$ cat src/rv_pkg.sv
package rv_pkg;

    localparam int xlen      = 32;
    localparam int num_regs  = 32;
    localparam int reg_idx_w = 5;
    localparam int shamt_w   = 5;

    typedef logic [xlen-1:0]      t_data;
    typedef logic [reg_idx_w-1:0] t_reg_idx;

    // Zero encoding is the invalid op, so a cleared EX1 register holds no work
    typedef enum logic [3:0] {
        U_INVALID = 4'd0,
        U_ADD     = 4'd1,
        U_SUB     = 4'd2,
        U_AND     = 4'd3,
        U_OR      = 4'd4,
        U_XOR     = 4'd5,
        U_SLT     = 4'd6,
        U_SLTU    = 4'd7,
        U_SLL     = 4'd8,
        U_SRL     = 4'd9,
        U_SRA     = 4'd10,
        U_BEQ     = 4'd11,
        U_BNE     = 4'd12,
        U_BLT     = 4'd13,
        U_BGE     = 4'd14
    } t_uop;

    // Kind of the second source operand
    typedef enum logic {
        OP_REG = 1'b0,
        OP_IMM = 1'b1
    } t_optype;

    // Conditional branch opcodes
    function automatic logic is_branch(t_uop uop);
        return uop inside {U_BEQ, U_BNE, U_BLT, U_BGE};
    endfunction

    // Opcodes handled by the integer ALU
    function automatic logic is_alu(t_uop uop);
        return uop inside {
            U_ADD, U_SUB, U_AND, U_OR, U_XOR,
            U_SLT, U_SLTU, U_SLL, U_SRL, U_SRA
        };
    endfunction

endpackage
$ cat src/exe.sv
`timescale 1ns/1ns

module exe
    import rv_pkg::*;
(
    input  logic     clk,
    input  logic     rst_n,
    input  logic     stall,

    input  logic     in_valid,
    input  t_uop     in_uop,
    input  t_reg_idx in_rd,
    input  t_optype  in_src2_type,
    input  t_data    in_imm,
    input  t_data    in_pc,
    input  t_data    rdata1,
    input  t_data    rdata2,

    output logic     wr_en,
    output t_reg_idx wr_idx,
    output t_data    wr_data,

    output logic     ex1_valid,
    output t_uop     ex1_uop,
    output t_reg_idx ex1_rd,
    output t_data    ex1_result,
    output logic     ex1_result_valid,
    output logic     ex1_br_valid,
    output logic     ex1_br_taken,
    output t_data    ex1_br_tgt
);

    logic  accept;
    t_data src2_ex0;

    logic  alu_valid_ex0;
    t_data alu_result_ex0;

    logic  br_valid_ex0;
    logic  br_taken_ex0;
    t_data br_tgt_ex0;

    t_data result_ex0;

    assign accept = in_valid && !stall;

    // Branches keep the immediate for the offset, so they compare registers
    assign src2_ex0 = (is_branch(in_uop) || in_src2_type == OP_REG) ? rdata2 : in_imm;

    ialu ialu_i (
        .uop          (in_uop),
        .src1         (rdata1),
        .src2         (src2_ex0),
        .result_valid (alu_valid_ex0),
        .result       (alu_result_ex0)
    );

    ibr ibr_i (
        .uop      (in_uop),
        .src1     (rdata1),
        .src2     (src2_ex0),
        .pc       (in_pc),
        .imm      (in_imm),
        .br_valid (br_valid_ex0),
        .taken    (br_taken_ex0),
        .target   (br_tgt_ex0)
    );

    // Result merge, only the ALU produces register data
    assign result_ex0 = alu_valid_ex0 ? alu_result_ex0 : '0;

    // Writeback lands on the same edge that loads EX1
    assign wr_en   = accept && alu_valid_ex0 && (in_rd != '0);
    assign wr_idx  = in_rd;
    assign wr_data = result_ex0;

    // EX1 register, holds while stalled
    always_ff @(posedge clk or negedge rst_n) begin
        if (!rst_n) begin
            ex1_valid        <= 1'b0;
            ex1_uop          <= U_INVALID;
            ex1_rd           <= '0;
            ex1_result       <= '0;
            ex1_result_valid <= 1'b0;
            ex1_br_valid     <= 1'b0;
            ex1_br_taken     <= 1'b0;
            ex1_br_tgt       <= '0;
        end else if (!stall) begin
            ex1_valid        <= in_valid;
            ex1_uop          <= in_valid ? in_uop : U_INVALID;
            ex1_rd           <= in_rd;
            ex1_result       <= result_ex0;
            ex1_result_valid <= in_valid && alu_valid_ex0;
            ex1_br_valid     <= in_valid && br_valid_ex0;
            ex1_br_taken     <= in_valid && br_taken_ex0;
            ex1_br_tgt       <= br_tgt_ex0;
        end
    end

endmodule

$ cat src/exe_core.sv
`timescale 1ns/1ns

module exe_core
    import rv_pkg::*;
(
    input  logic     clk,
    input  logic     rst_n,
    input  logic     stall,

    input  logic     in_valid,
    input  t_uop     in_uop,
    input  t_reg_idx in_rs1,
    input  t_reg_idx in_rs2,
    input  t_reg_idx in_rd,
    input  t_optype  in_src2_type,
    input  t_data    in_imm,
    input  t_data    in_pc,

    output logic     ex1_valid,
    output t_uop     ex1_uop,
    output t_reg_idx ex1_rd,
    output t_data    ex1_result,
    output logic     ex1_result_valid,
    output logic     ex1_br_valid,
    output logic     ex1_br_taken,
    output t_data    ex1_br_tgt
);

    t_data    rdata1;
    t_data    rdata2;
    logic     wr_en;
    t_reg_idx wr_idx;
    t_data    wr_data;

    reg_file reg_file_i (
        .clk     (clk),
        .rst_n   (rst_n),
        .rs1     (in_rs1),
        .rs2     (in_rs2),
        .rdata1  (rdata1),
        .rdata2  (rdata2),
        .wr_en   (wr_en),
        .wr_idx  (wr_idx),
        .wr_data (wr_data)
    );

    // Writeback path closes back into the register file
    exe exe_i (
        .clk              (clk),
        .rst_n            (rst_n),
        .stall            (stall),
        .in_valid         (in_valid),
        .in_uop           (in_uop),
        .in_rd            (in_rd),
        .in_src2_type     (in_src2_type),
        .in_imm           (in_imm),
        .in_pc            (in_pc),
        .rdata1           (rdata1),
        .rdata2           (rdata2),
        .wr_en            (wr_en),
        .wr_idx           (wr_idx),
        .wr_data          (wr_data),
        .ex1_valid        (ex1_valid),
        .ex1_uop          (ex1_uop),
        .ex1_rd           (ex1_rd),
        .ex1_result       (ex1_result),
        .ex1_result_valid (ex1_result_valid),
        .ex1_br_valid     (ex1_br_valid),
        .ex1_br_taken     (ex1_br_taken),
        .ex1_br_tgt       (ex1_br_tgt)
    );

endmodule

$ cat src/ialu.sv
`timescale 1ns/1ns

module ialu
    import rv_pkg::*;
(
    input  t_uop  uop,
    input  t_data src1,
    input  t_data src2,

    output logic  result_valid,
    output t_data result
);

    logic [shamt_w-1:0] shamt;
    logic               lt_signed;
    logic               lt_unsigned;

    // Shift amount comes from the low bits of the second operand
    assign shamt       = src2[shamt_w-1:0];
    assign lt_signed   = $signed(src1) < $signed(src2);
    assign lt_unsigned = src1 < src2;

    assign result_valid = is_alu(uop);

    always_comb begin
        case (uop)
            U_ADD: begin
                result = src1 + src2;
            end
            U_SUB: begin
                result = src1 - src2;
            end
            U_AND: begin
                result = src1 & src2;
            end
            U_OR: begin
                result = src1 | src2;
            end
            U_XOR: begin
                result = src1 ^ src2;
            end
            U_SLT: begin
                result = t_data'(lt_signed);
            end
            U_SLTU: begin
                result = t_data'(lt_unsigned);
            end
            U_SLL: begin
                result = src1 << shamt;
            end
            U_SRL: begin
                result = src1 >> shamt;
            end
            U_SRA: begin
                // Arithmetic, sign bit fills from the left
                result = t_data'($signed(src1) >>> shamt);
            end
            default: begin
                result = '0;
            end
        endcase
    end

endmodule

$ cat src/ibr.sv
`timescale 1ns/1ns

module ibr
    import rv_pkg::*;
(
    input  t_uop  uop,
    input  t_data src1,
    input  t_data src2,
    input  t_data pc,
    input  t_data imm,

    output logic  br_valid,
    output logic  taken,
    output t_data target
);

    logic eq;
    logic lt;

    assign eq = (src1 == src2);
    assign lt = $signed(src1) < $signed(src2);

    assign br_valid = is_branch(uop);

    // Target is computed regardless of the outcome
    assign target = pc + imm;

    always_comb begin
        case (uop)
            U_BEQ: begin
                taken = eq;
            end
            U_BNE: begin
                taken = !eq;
            end
            U_BLT: begin
                taken = lt;
            end
            U_BGE: begin
                taken = !lt;
            end
            default: begin
                // Non-branch ops never report taken
                taken = 1'b0;
            end
        endcase
    end

endmodule

$ cat src/reg_file.sv
`timescale 1ns/1ns

module reg_file
    import rv_pkg::*;
(
    input  logic     clk,
    input  logic     rst_n,

    input  t_reg_idx rs1,
    input  t_reg_idx rs2,
    output t_data    rdata1,
    output t_data    rdata2,

    input  logic     wr_en,
    input  t_reg_idx wr_idx,
    input  t_data    wr_data
);

    t_data regs [num_regs];
    logic  wr_ok;

    // x0 is never written
    assign wr_ok = wr_en && (wr_idx != '0);

    always_ff @(posedge clk or negedge rst_n) begin
        if (!rst_n) begin
            for (int i = 0; i < num_regs; i++) begin
                regs[i] <= '0;
            end
        end else if (wr_ok) begin
            regs[wr_idx] <= wr_data;
        end
    end

    // Combinational reads, x0 forced to zero
    always_comb begin
        rdata1 = (rs1 == '0) ? '0 : regs[rs1];
        rdata2 = (rs2 == '0) ? '0 : regs[rs2];
    end

endmodule

$ cat config.mk
export PLATFORM = sky130hd
export DESIGN_NAME = exe_core
export DESIGN_NICKNAME = d
export VERILOG_FILES = /design/src/rv_pkg.sv /design/src/exe.sv /design/src/exe_core.sv /design/src/ialu.sv /design/src/ibr.sv /design/src/reg_file.sv
export SDC_FILE = /design/constraint.sdc
export NUM_CORES = 2
export LEC_CHECK = 0
export BUFFER_PORTS_ARGS = -buffer_cell sky130_fd_sc_hd__buf_2
export CAP_MARGIN = 5
export CORE_MARGIN = 8
export CORE_UTILIZATION = 30
export DETAILED_ROUTE_END_ITERATION = 6
export MAX_ROUTING_LAYER = met4
export PLACE_DENSITY = 0.4
export REMOVE_ABC_BUFFERS = 1
export SETUP_SLACK_MARGIN = 0.05
export SYNTH_ARGS = -nofsm -noshare
export SYNTH_HDL_FRONTEND = slang
export SYNTH_SLANG_ARGS = --single-unit
$ cat constraint.sdc
create_clock -name clk -period 12.4 [get_ports clk]
set_input_delay 1.24 -clock clk [delete_from_list [all_inputs] [get_ports clk]]
set_output_delay 1.24 -clock clk [all_outputs]
set_load 0.005 [all_outputs]
# Word-level counts from Yosys, hierarchy flattened
# Cells that the tools add are included.
# totals
input_bits	88
word_cells	107
output_inout_bits	77
regBits	1101
# classes
eq_ne	15
magnitude_cmp	6
n_addsub	3
shifts	3
n_bitwise	7
n_reduce_logical	17
n_mux	16
# ops
op	count
1024-bit bitwise mux	1
32-bit binary-select mux with 5-bit select	2
32-bit one-hot mux with 10 select lines	1
32-bit 2-to-1 mux	9
32-bit demux with 5-bit select	1
32-bit adder	2
32-bit less-than comparator	2
32-bit AND	1
32-bit equality test	1
32-bit bitwise OR	1
32-bit by 5-bit << shifter with 32-bit output	1
32-bit by 5-bit >> shifter with 32-bit output	1
32-bit by 5-bit >>> shifter with 32-bit output	1
32-bit subtractor	1
32-bit bitwise XOR	1
4-bit equality test, second input constant	7
6-bit greater-or-equal comparator, second input constant	3
5-bit NOT with 6-bit output	3
4-bit by 3-bit equality test with 1-bit output, second input constant	4
5-bit zero test	2
10-bit nonzero test	1
4-bit by 2-bit equality test with 1-bit output, second input constant	2
1-bit logical AND	8
6-bit by 1-bit less-than comparator with 1-bit output, second input constant	1
other kinds (8)	10

# Longest topological paths before layout
# logic_depth
ltp_word	10
ltp_mapped	29
ltp_nobuf	21

# By module
# Synthesis repeated with hierarchy kept, for this count alone.
# hier_totals
hier_cells	5514
area_unflattened_um2	68801.0
# by_module_without_submodules
mod	cells_each	seq_area_each_um2	instances	area_each_um2
reg_file	3621	25624.6	1	54369.6
ialu	1278	0.0	1	8346.8
exe	256	1926.8	1	3543.4
ibr	359	0.0	1	2541.2

# Least setup slack after synthesis
# Ideal clock, no wire load.
# synth_path
path_type	input to register
startpoint	input in_rs2[0]
endpoint	register reg_file_i.regs[630] (netlist bit)
path_buffers	9
setup_slack_ns	5.041
setup_ns	0.133
cell_stages	26
arrival_ns	7.226
t_required_ns	12.267
path_cell_list	buf_4 buf_6 buf_6 buf_2 buf_2 clkbuf_1 buf_1 mux4_2 a22oi_1 o21ai_0 o21ai_0 nor2_1 a21o_1 ha_1 clkbuf_1 or3b_2 o221a_1 a221oi_1 o21ai_1 a211o_1 a221o_1 a221oi_1 o21bai_1 and4_1 clkbuf_1 o21ai_0
# synth_via
elab_chain_len	10
word_cells_on_any_way	18
classes_between	add/sub (2); shift (3); mux (8); bitwise (4); reduce/logical (1)
# synth_rtl
element	line_no	rtl
start, declared	exe_core.sv:13	input t_reg_idx in_rs2,
5-bit NOT with 6-bit output (implied by the code)	reg_file.sv:38	rdata2 = (rs2 == '0) ? '0 : regs[rs2];
32-bit binary-select mux with 5-bit select	reg_file.sv:38	
32-bit 2-to-1 mux (implied by the code) (2 in a row)	reg_file.sv:38	
32-bit 2-to-1 mux *	reg_file.sv:38	
32-bit 2-to-1 mux *	exe.sv:48	assign src2_ex0 = (is_branch(in_uop) || in_src2_type == OP_REG) ? rdata2 : in_imm;
32-bit subtractor, or another cell as far along	ialu.sv:31	result = src1 - src2;
32-bit one-hot mux with 10 select lines *	ialu.sv:26	case (uop)
32-bit 2-to-1 mux *	exe.sv:70	assign result_ex0 = alu_valid_ex0 ? alu_result_ex0 : '0;
1024-bit bitwise mux *	reg_file.sv:31	regs[wr_idx] <= wr_data;
end signal, assigned by index	reg_file.sv:31	
end, declared	reg_file.sv:19	t_data regs [num_regs];
# Mark *: on every way between the ends. The rest lies on a longest branch, timed or not. The select of a mux whose other input is x is not followed.
# A chain may end at the register's enable or synchronous reset.

# Final worst setup path
# layout_path
startpoint	input in_rs2[0]
endpoint	register exe_i.ex1_result[27]
# layout_via
elab_chain_len	9
word_cells_on_any_way	17
classes_between	add/sub (2); shift (3); mux (7); bitwise (4); reduce/logical (1)
# layout_rtl
element	line_no	rtl
5-bit NOT with 6-bit output (implied by the code)	reg_file.sv:38	
32-bit binary-select mux with 5-bit select	reg_file.sv:38	
32-bit 2-to-1 mux (implied by the code) (2 in a row)	reg_file.sv:38	
32-bit 2-to-1 mux *	reg_file.sv:38	
32-bit 2-to-1 mux *	exe.sv:48	
32-bit subtractor, or another cell as far along	ialu.sv:31	
32-bit one-hot mux with 10 select lines *	ialu.sv:26	
32-bit 2-to-1 mux *	exe.sv:70	
end signal, assigned	exe.sv:92	ex1_result <= result_ex0;
end, declared	exe.sv:26	output t_data ex1_result,
# Marks and branches as above.

==> out/qor.csv <==
stage,metric,value,unit
status,status,"complete, no violations",
power_and_ir_drop,power_leakage,33.35,nW
detailed_routing,drc,0,
timing,finalSetupViolCount,0,
power_and_ir_drop,p_per_area,145.1,nW/um^2
timing,hold_viol_final,0,
hold_path,min_from,reg_file_i.regs[1019],
clocking,cts_resized,0,
clocking,clock_latency,0.83,ns
synthesis,yosysTopAreaCell,dfrtp_1,
global_routing,antenna_found_initial,8,
synthesis,ys_types,125,
worst_setup_path,start_kind,input port,
layout,final_area,77590,um^2
detailed_routing,drtIter0Drc,5836,
floorplanning,ioPinCount,165,
timing,whs,0.3984,ns
global_routing,grt_max_degree,156,
detailed_routing,vias,58410,
clocking,root_buffer,clkbuf_16,
floorplanning,die_w,496.5,um
global_routing,grt_pass1_vias,56730,
clocking,postCtsSetupRepairBufs,0,
floorplanning,die_h,496.5,um
clocking,htree_levels,4,
worst_setup_path,cp.required,13.04,ns
floorplanning,num_rows,176,
floorplanning,die_area,246600,um^2
synthesis,yosysMostFrequentCell,dfrtp_1,
layout,fin_util,33.75,%
hold_path,holdPathEnd,reg_file_i.regs[1019],
timing,max_slew_margin,12.16,%
detailed_routing,wl,331.3,mm
synthesis,synth_area_per_cell,10.10,um^2
timing,worstMarginPinSlew,1.309,ns
synthesis,netlist_top_cells_area,"dfrtp_1 40%, mux4_2 9.7%, mux2_2 7.3%",
placed_design,hpwl,221.1,mm
detailed_routing,avgViaCountPerCell,5.915,
global_routing,grt_pass1_wl,464.2,mm
synthesis,ys_async_sr_fraction,100.0,%
hold_path,hold_path_class,reg2reg,
placed_design,port_buffers,164,
clocking,cts_sinks,1101,
detailed_routing,wl_per_cell,33.55,um
global_routing,grt_usage,26.99,%
synthesis,synth_edf_count,0,
worst_setup_path,cp_max_fo,65,
global_routing,grt_overflow,0,
timing,fmax,115.2,MHz
synthesis,synth_ff_type,dfrtp_1,
clocking,clk_path_buf_depth,3,
clocking,cts_tree,done,
layout,syn2layout_area_growth,12.00,%
timing,layout_min_cycle_time,8.680,ns
job,cap_violations,0,
synthesis,synth-seq-cells,1101,
placed_design,place.gp.congestion,0.9864,
detailed_routing,firstDrtPassIters,6,
timing,skew,0.06179,ns
synthesis,synthTopCellsByCount,"1101 x dfrtp_1, 680 x nand2_1, 615 x nor2_1",
timing,slew_violations,0,
synthesis,synthCells,6857,
clocking,path_clk_slew,0.06,ns
clocking,hold_buffers,0,
worst_setup_path,crit_type,in2reg,
worst_setup_path,reg2reg_slack,5.23,ns
clocking,cts-buffers-inserted,136,
timing,finalCritPeriodShare,70.00,%
power_and_ir_drop,ir_worst_vdd,0.0001429,V
synthesis,yosysTopAreaCellShare,39.77,%
timing,rsz0062_at_grt,no,
placed_design,place_area,72980,um^2
worst_setup_path,worstRegToRegCells,20,
floorplanning,start_util,30.13,%
floorplanning,coreArea,229900,um^2
layout,fin_nets,6955,
worst_setup_path,cp-startpoint,in_rs2[0],
worst_setup_path,endpoint_kind,register,
worst_setup_path,arrival,9.32,ns
worst_setup_path,timing.rr.end,exe_i.ex1_result[27],
detailed_routing,ant_nets,0,
synthesis,seq_area_frac_synth,39.77,%
synthesis,ys_warn_count,0,
timing,fin_tns_setup,0,ns
hold_path,holdPathStages,0,
layout,drive_gt1_share,22.50,%
synthesis,synthesis.area,69280,um^2
worst_setup_path,r2r_start,reg_file_i.regs[2],
## kinds of logic after synthesis
| group | Yosys count | share of synthesized area, % |
|---|---|---|
| buffers and inverters | 765 | 5.407 |
| xor gates and xnor gates | 41 | 0.5183 |
| AOI/OAI and AO/OA | 1912 | 17.60 |
| DFF | 1101 | 39.77 |
| adders and majority gates | 133 | 2.435 |
| and+or+nand+nor | 1709 | 10.72 |
| muxes | 1196 | 23.54 |
## through the flow
stage	setup slack, ns	total power [mW]	cells
CTS	4.049	11.32	9863
global placement	3.195	7.113	9621
finish	3.720	11.26	9875
floorplan	2.960	5.841	6200
global route	3.670	11.73	9867
detailed placement	3.224	7.134	9622
## routing by layer
| metal | track usage, % | up-vias | wire length, um |
|---|---|---|---|
| li1 | - | 25160 | - |
| met1 | 37.53 | 30500 | 152000 |
| met2 | 40.54 | 2238 | 147200 |
| met3 | 3.904 | 501 | 19270 |
| met4 | 8.928 | 0 | 12830 |
| met5 | - | - | 0 |
## critical path, stage by stage
cell,delay (ns)
buf_8,0.43
buf_4,0.62
mux2_2,0.40
o21ai_0,0.20
a21oi_1,0.09
a22oi_1,0.22
o21ai_0,0.18
o21ai_1,1.03
nor2_1,0.13
a21o_1,0.24
ha_1,0.42
o21ai_0,0.21
a22oi_1,0.18
a21bo_2,0.29
a311oi_1,0.74
a21oi_1,0.33
a31oi_1,0.25
o21ai_0,0.09
o21ai_0,0.64
nor4b_4,0.40
buf_4,0.52
a21oi_1,0.14
## layout make-up
cell class / instances / area (um^2)
Timing Repair Buffer: 396 / 2814
Fill cell: 23480 / 152300
Inverter: 108 / 411.6
Clock inverter: 39 / 606.8
Multi-Input combinational cell: 4991 / 38420
Antenna cell: 12 / 30.03
Clock buffer: 202 / 3973
Tap cell: 3026 / 3786
Sequential cell: 1101 / 27550
## flip-flops by register name (all words and copies together), names as in the netlist
register	flops
exe_i.ex1_br_valid	1
exe_i.ex1_result	32
exe_i.ex1_uop	4
exe_i.ex1_valid	1
reg_file_i.regs	1024
exe_i.ex1_result_valid	1
exe_i.ex1_br_taken	1
exe_i.ex1_rd	5
exe_i.ex1_br_tgt	32
## how the worst max path moves through the flow
| stage | end | slack, ns |
|---|---|---|
| final | exe_i.ex1_result[27] | 3.72 |
| after global routing | exe_i.ex1_result[27] | 3.67 |
| after CTS | exe_i.ex1_result[27] | 4.05 |
| after detailed placement | exe_i.ex1_result[27] | 3.22 |
| after global placement | exe_i.ex1_result[27] | 3.20 |
| after floorplan | reg_file_i.regs[123] | 2.96 |
## power by group
group / internal [mW] / leakage [nW] / switching (mW) / total (mW)
clock network: 2.39 / 2.24 / 1.76 / 4.14
registers: 4.02 / 14.8 / 0.322 / 4.34
logic: 0.992 / 16.3 / 1.78 / 2.78
total: 7.40 / 33.3 / 3.86 / 11.3
## cells in the final DEF, fill, tap and decap left out, types with 28 or more instances in the layout
cell type  netlist  routed
a21oi_2         32      32
clkbuf_1       403      35
nand2_1        680     674
mux4_2         297     297
o21ai_1        132     135
buf_2          101     155
a41oi_1         34      34
a221oi_1        99      99
o221ai_1        35      34
a22oi_1         90      89
o21ai_0        567     563
clkbuf_8         0      30
o22ai_1         65      65
nand4_1         28      28
mux2_2         449     449
nor2_4           1      31
o211ai_1        86      86
dfrtp_1       1101    1101
a21oi_1        364     364
nor2_1         615     581
nor3_1         103      98
ha_1           130     130
nand3_1         75      75
buf_4           45     221
a31oi_1         91      90
clkbuf_16        0     137
nor4_1          33      32
a21o_1          55      55
mux2i_1        442     442
a211oi_1        36      36
inv_1           92      90
Power figures use the tool's default switching activity.
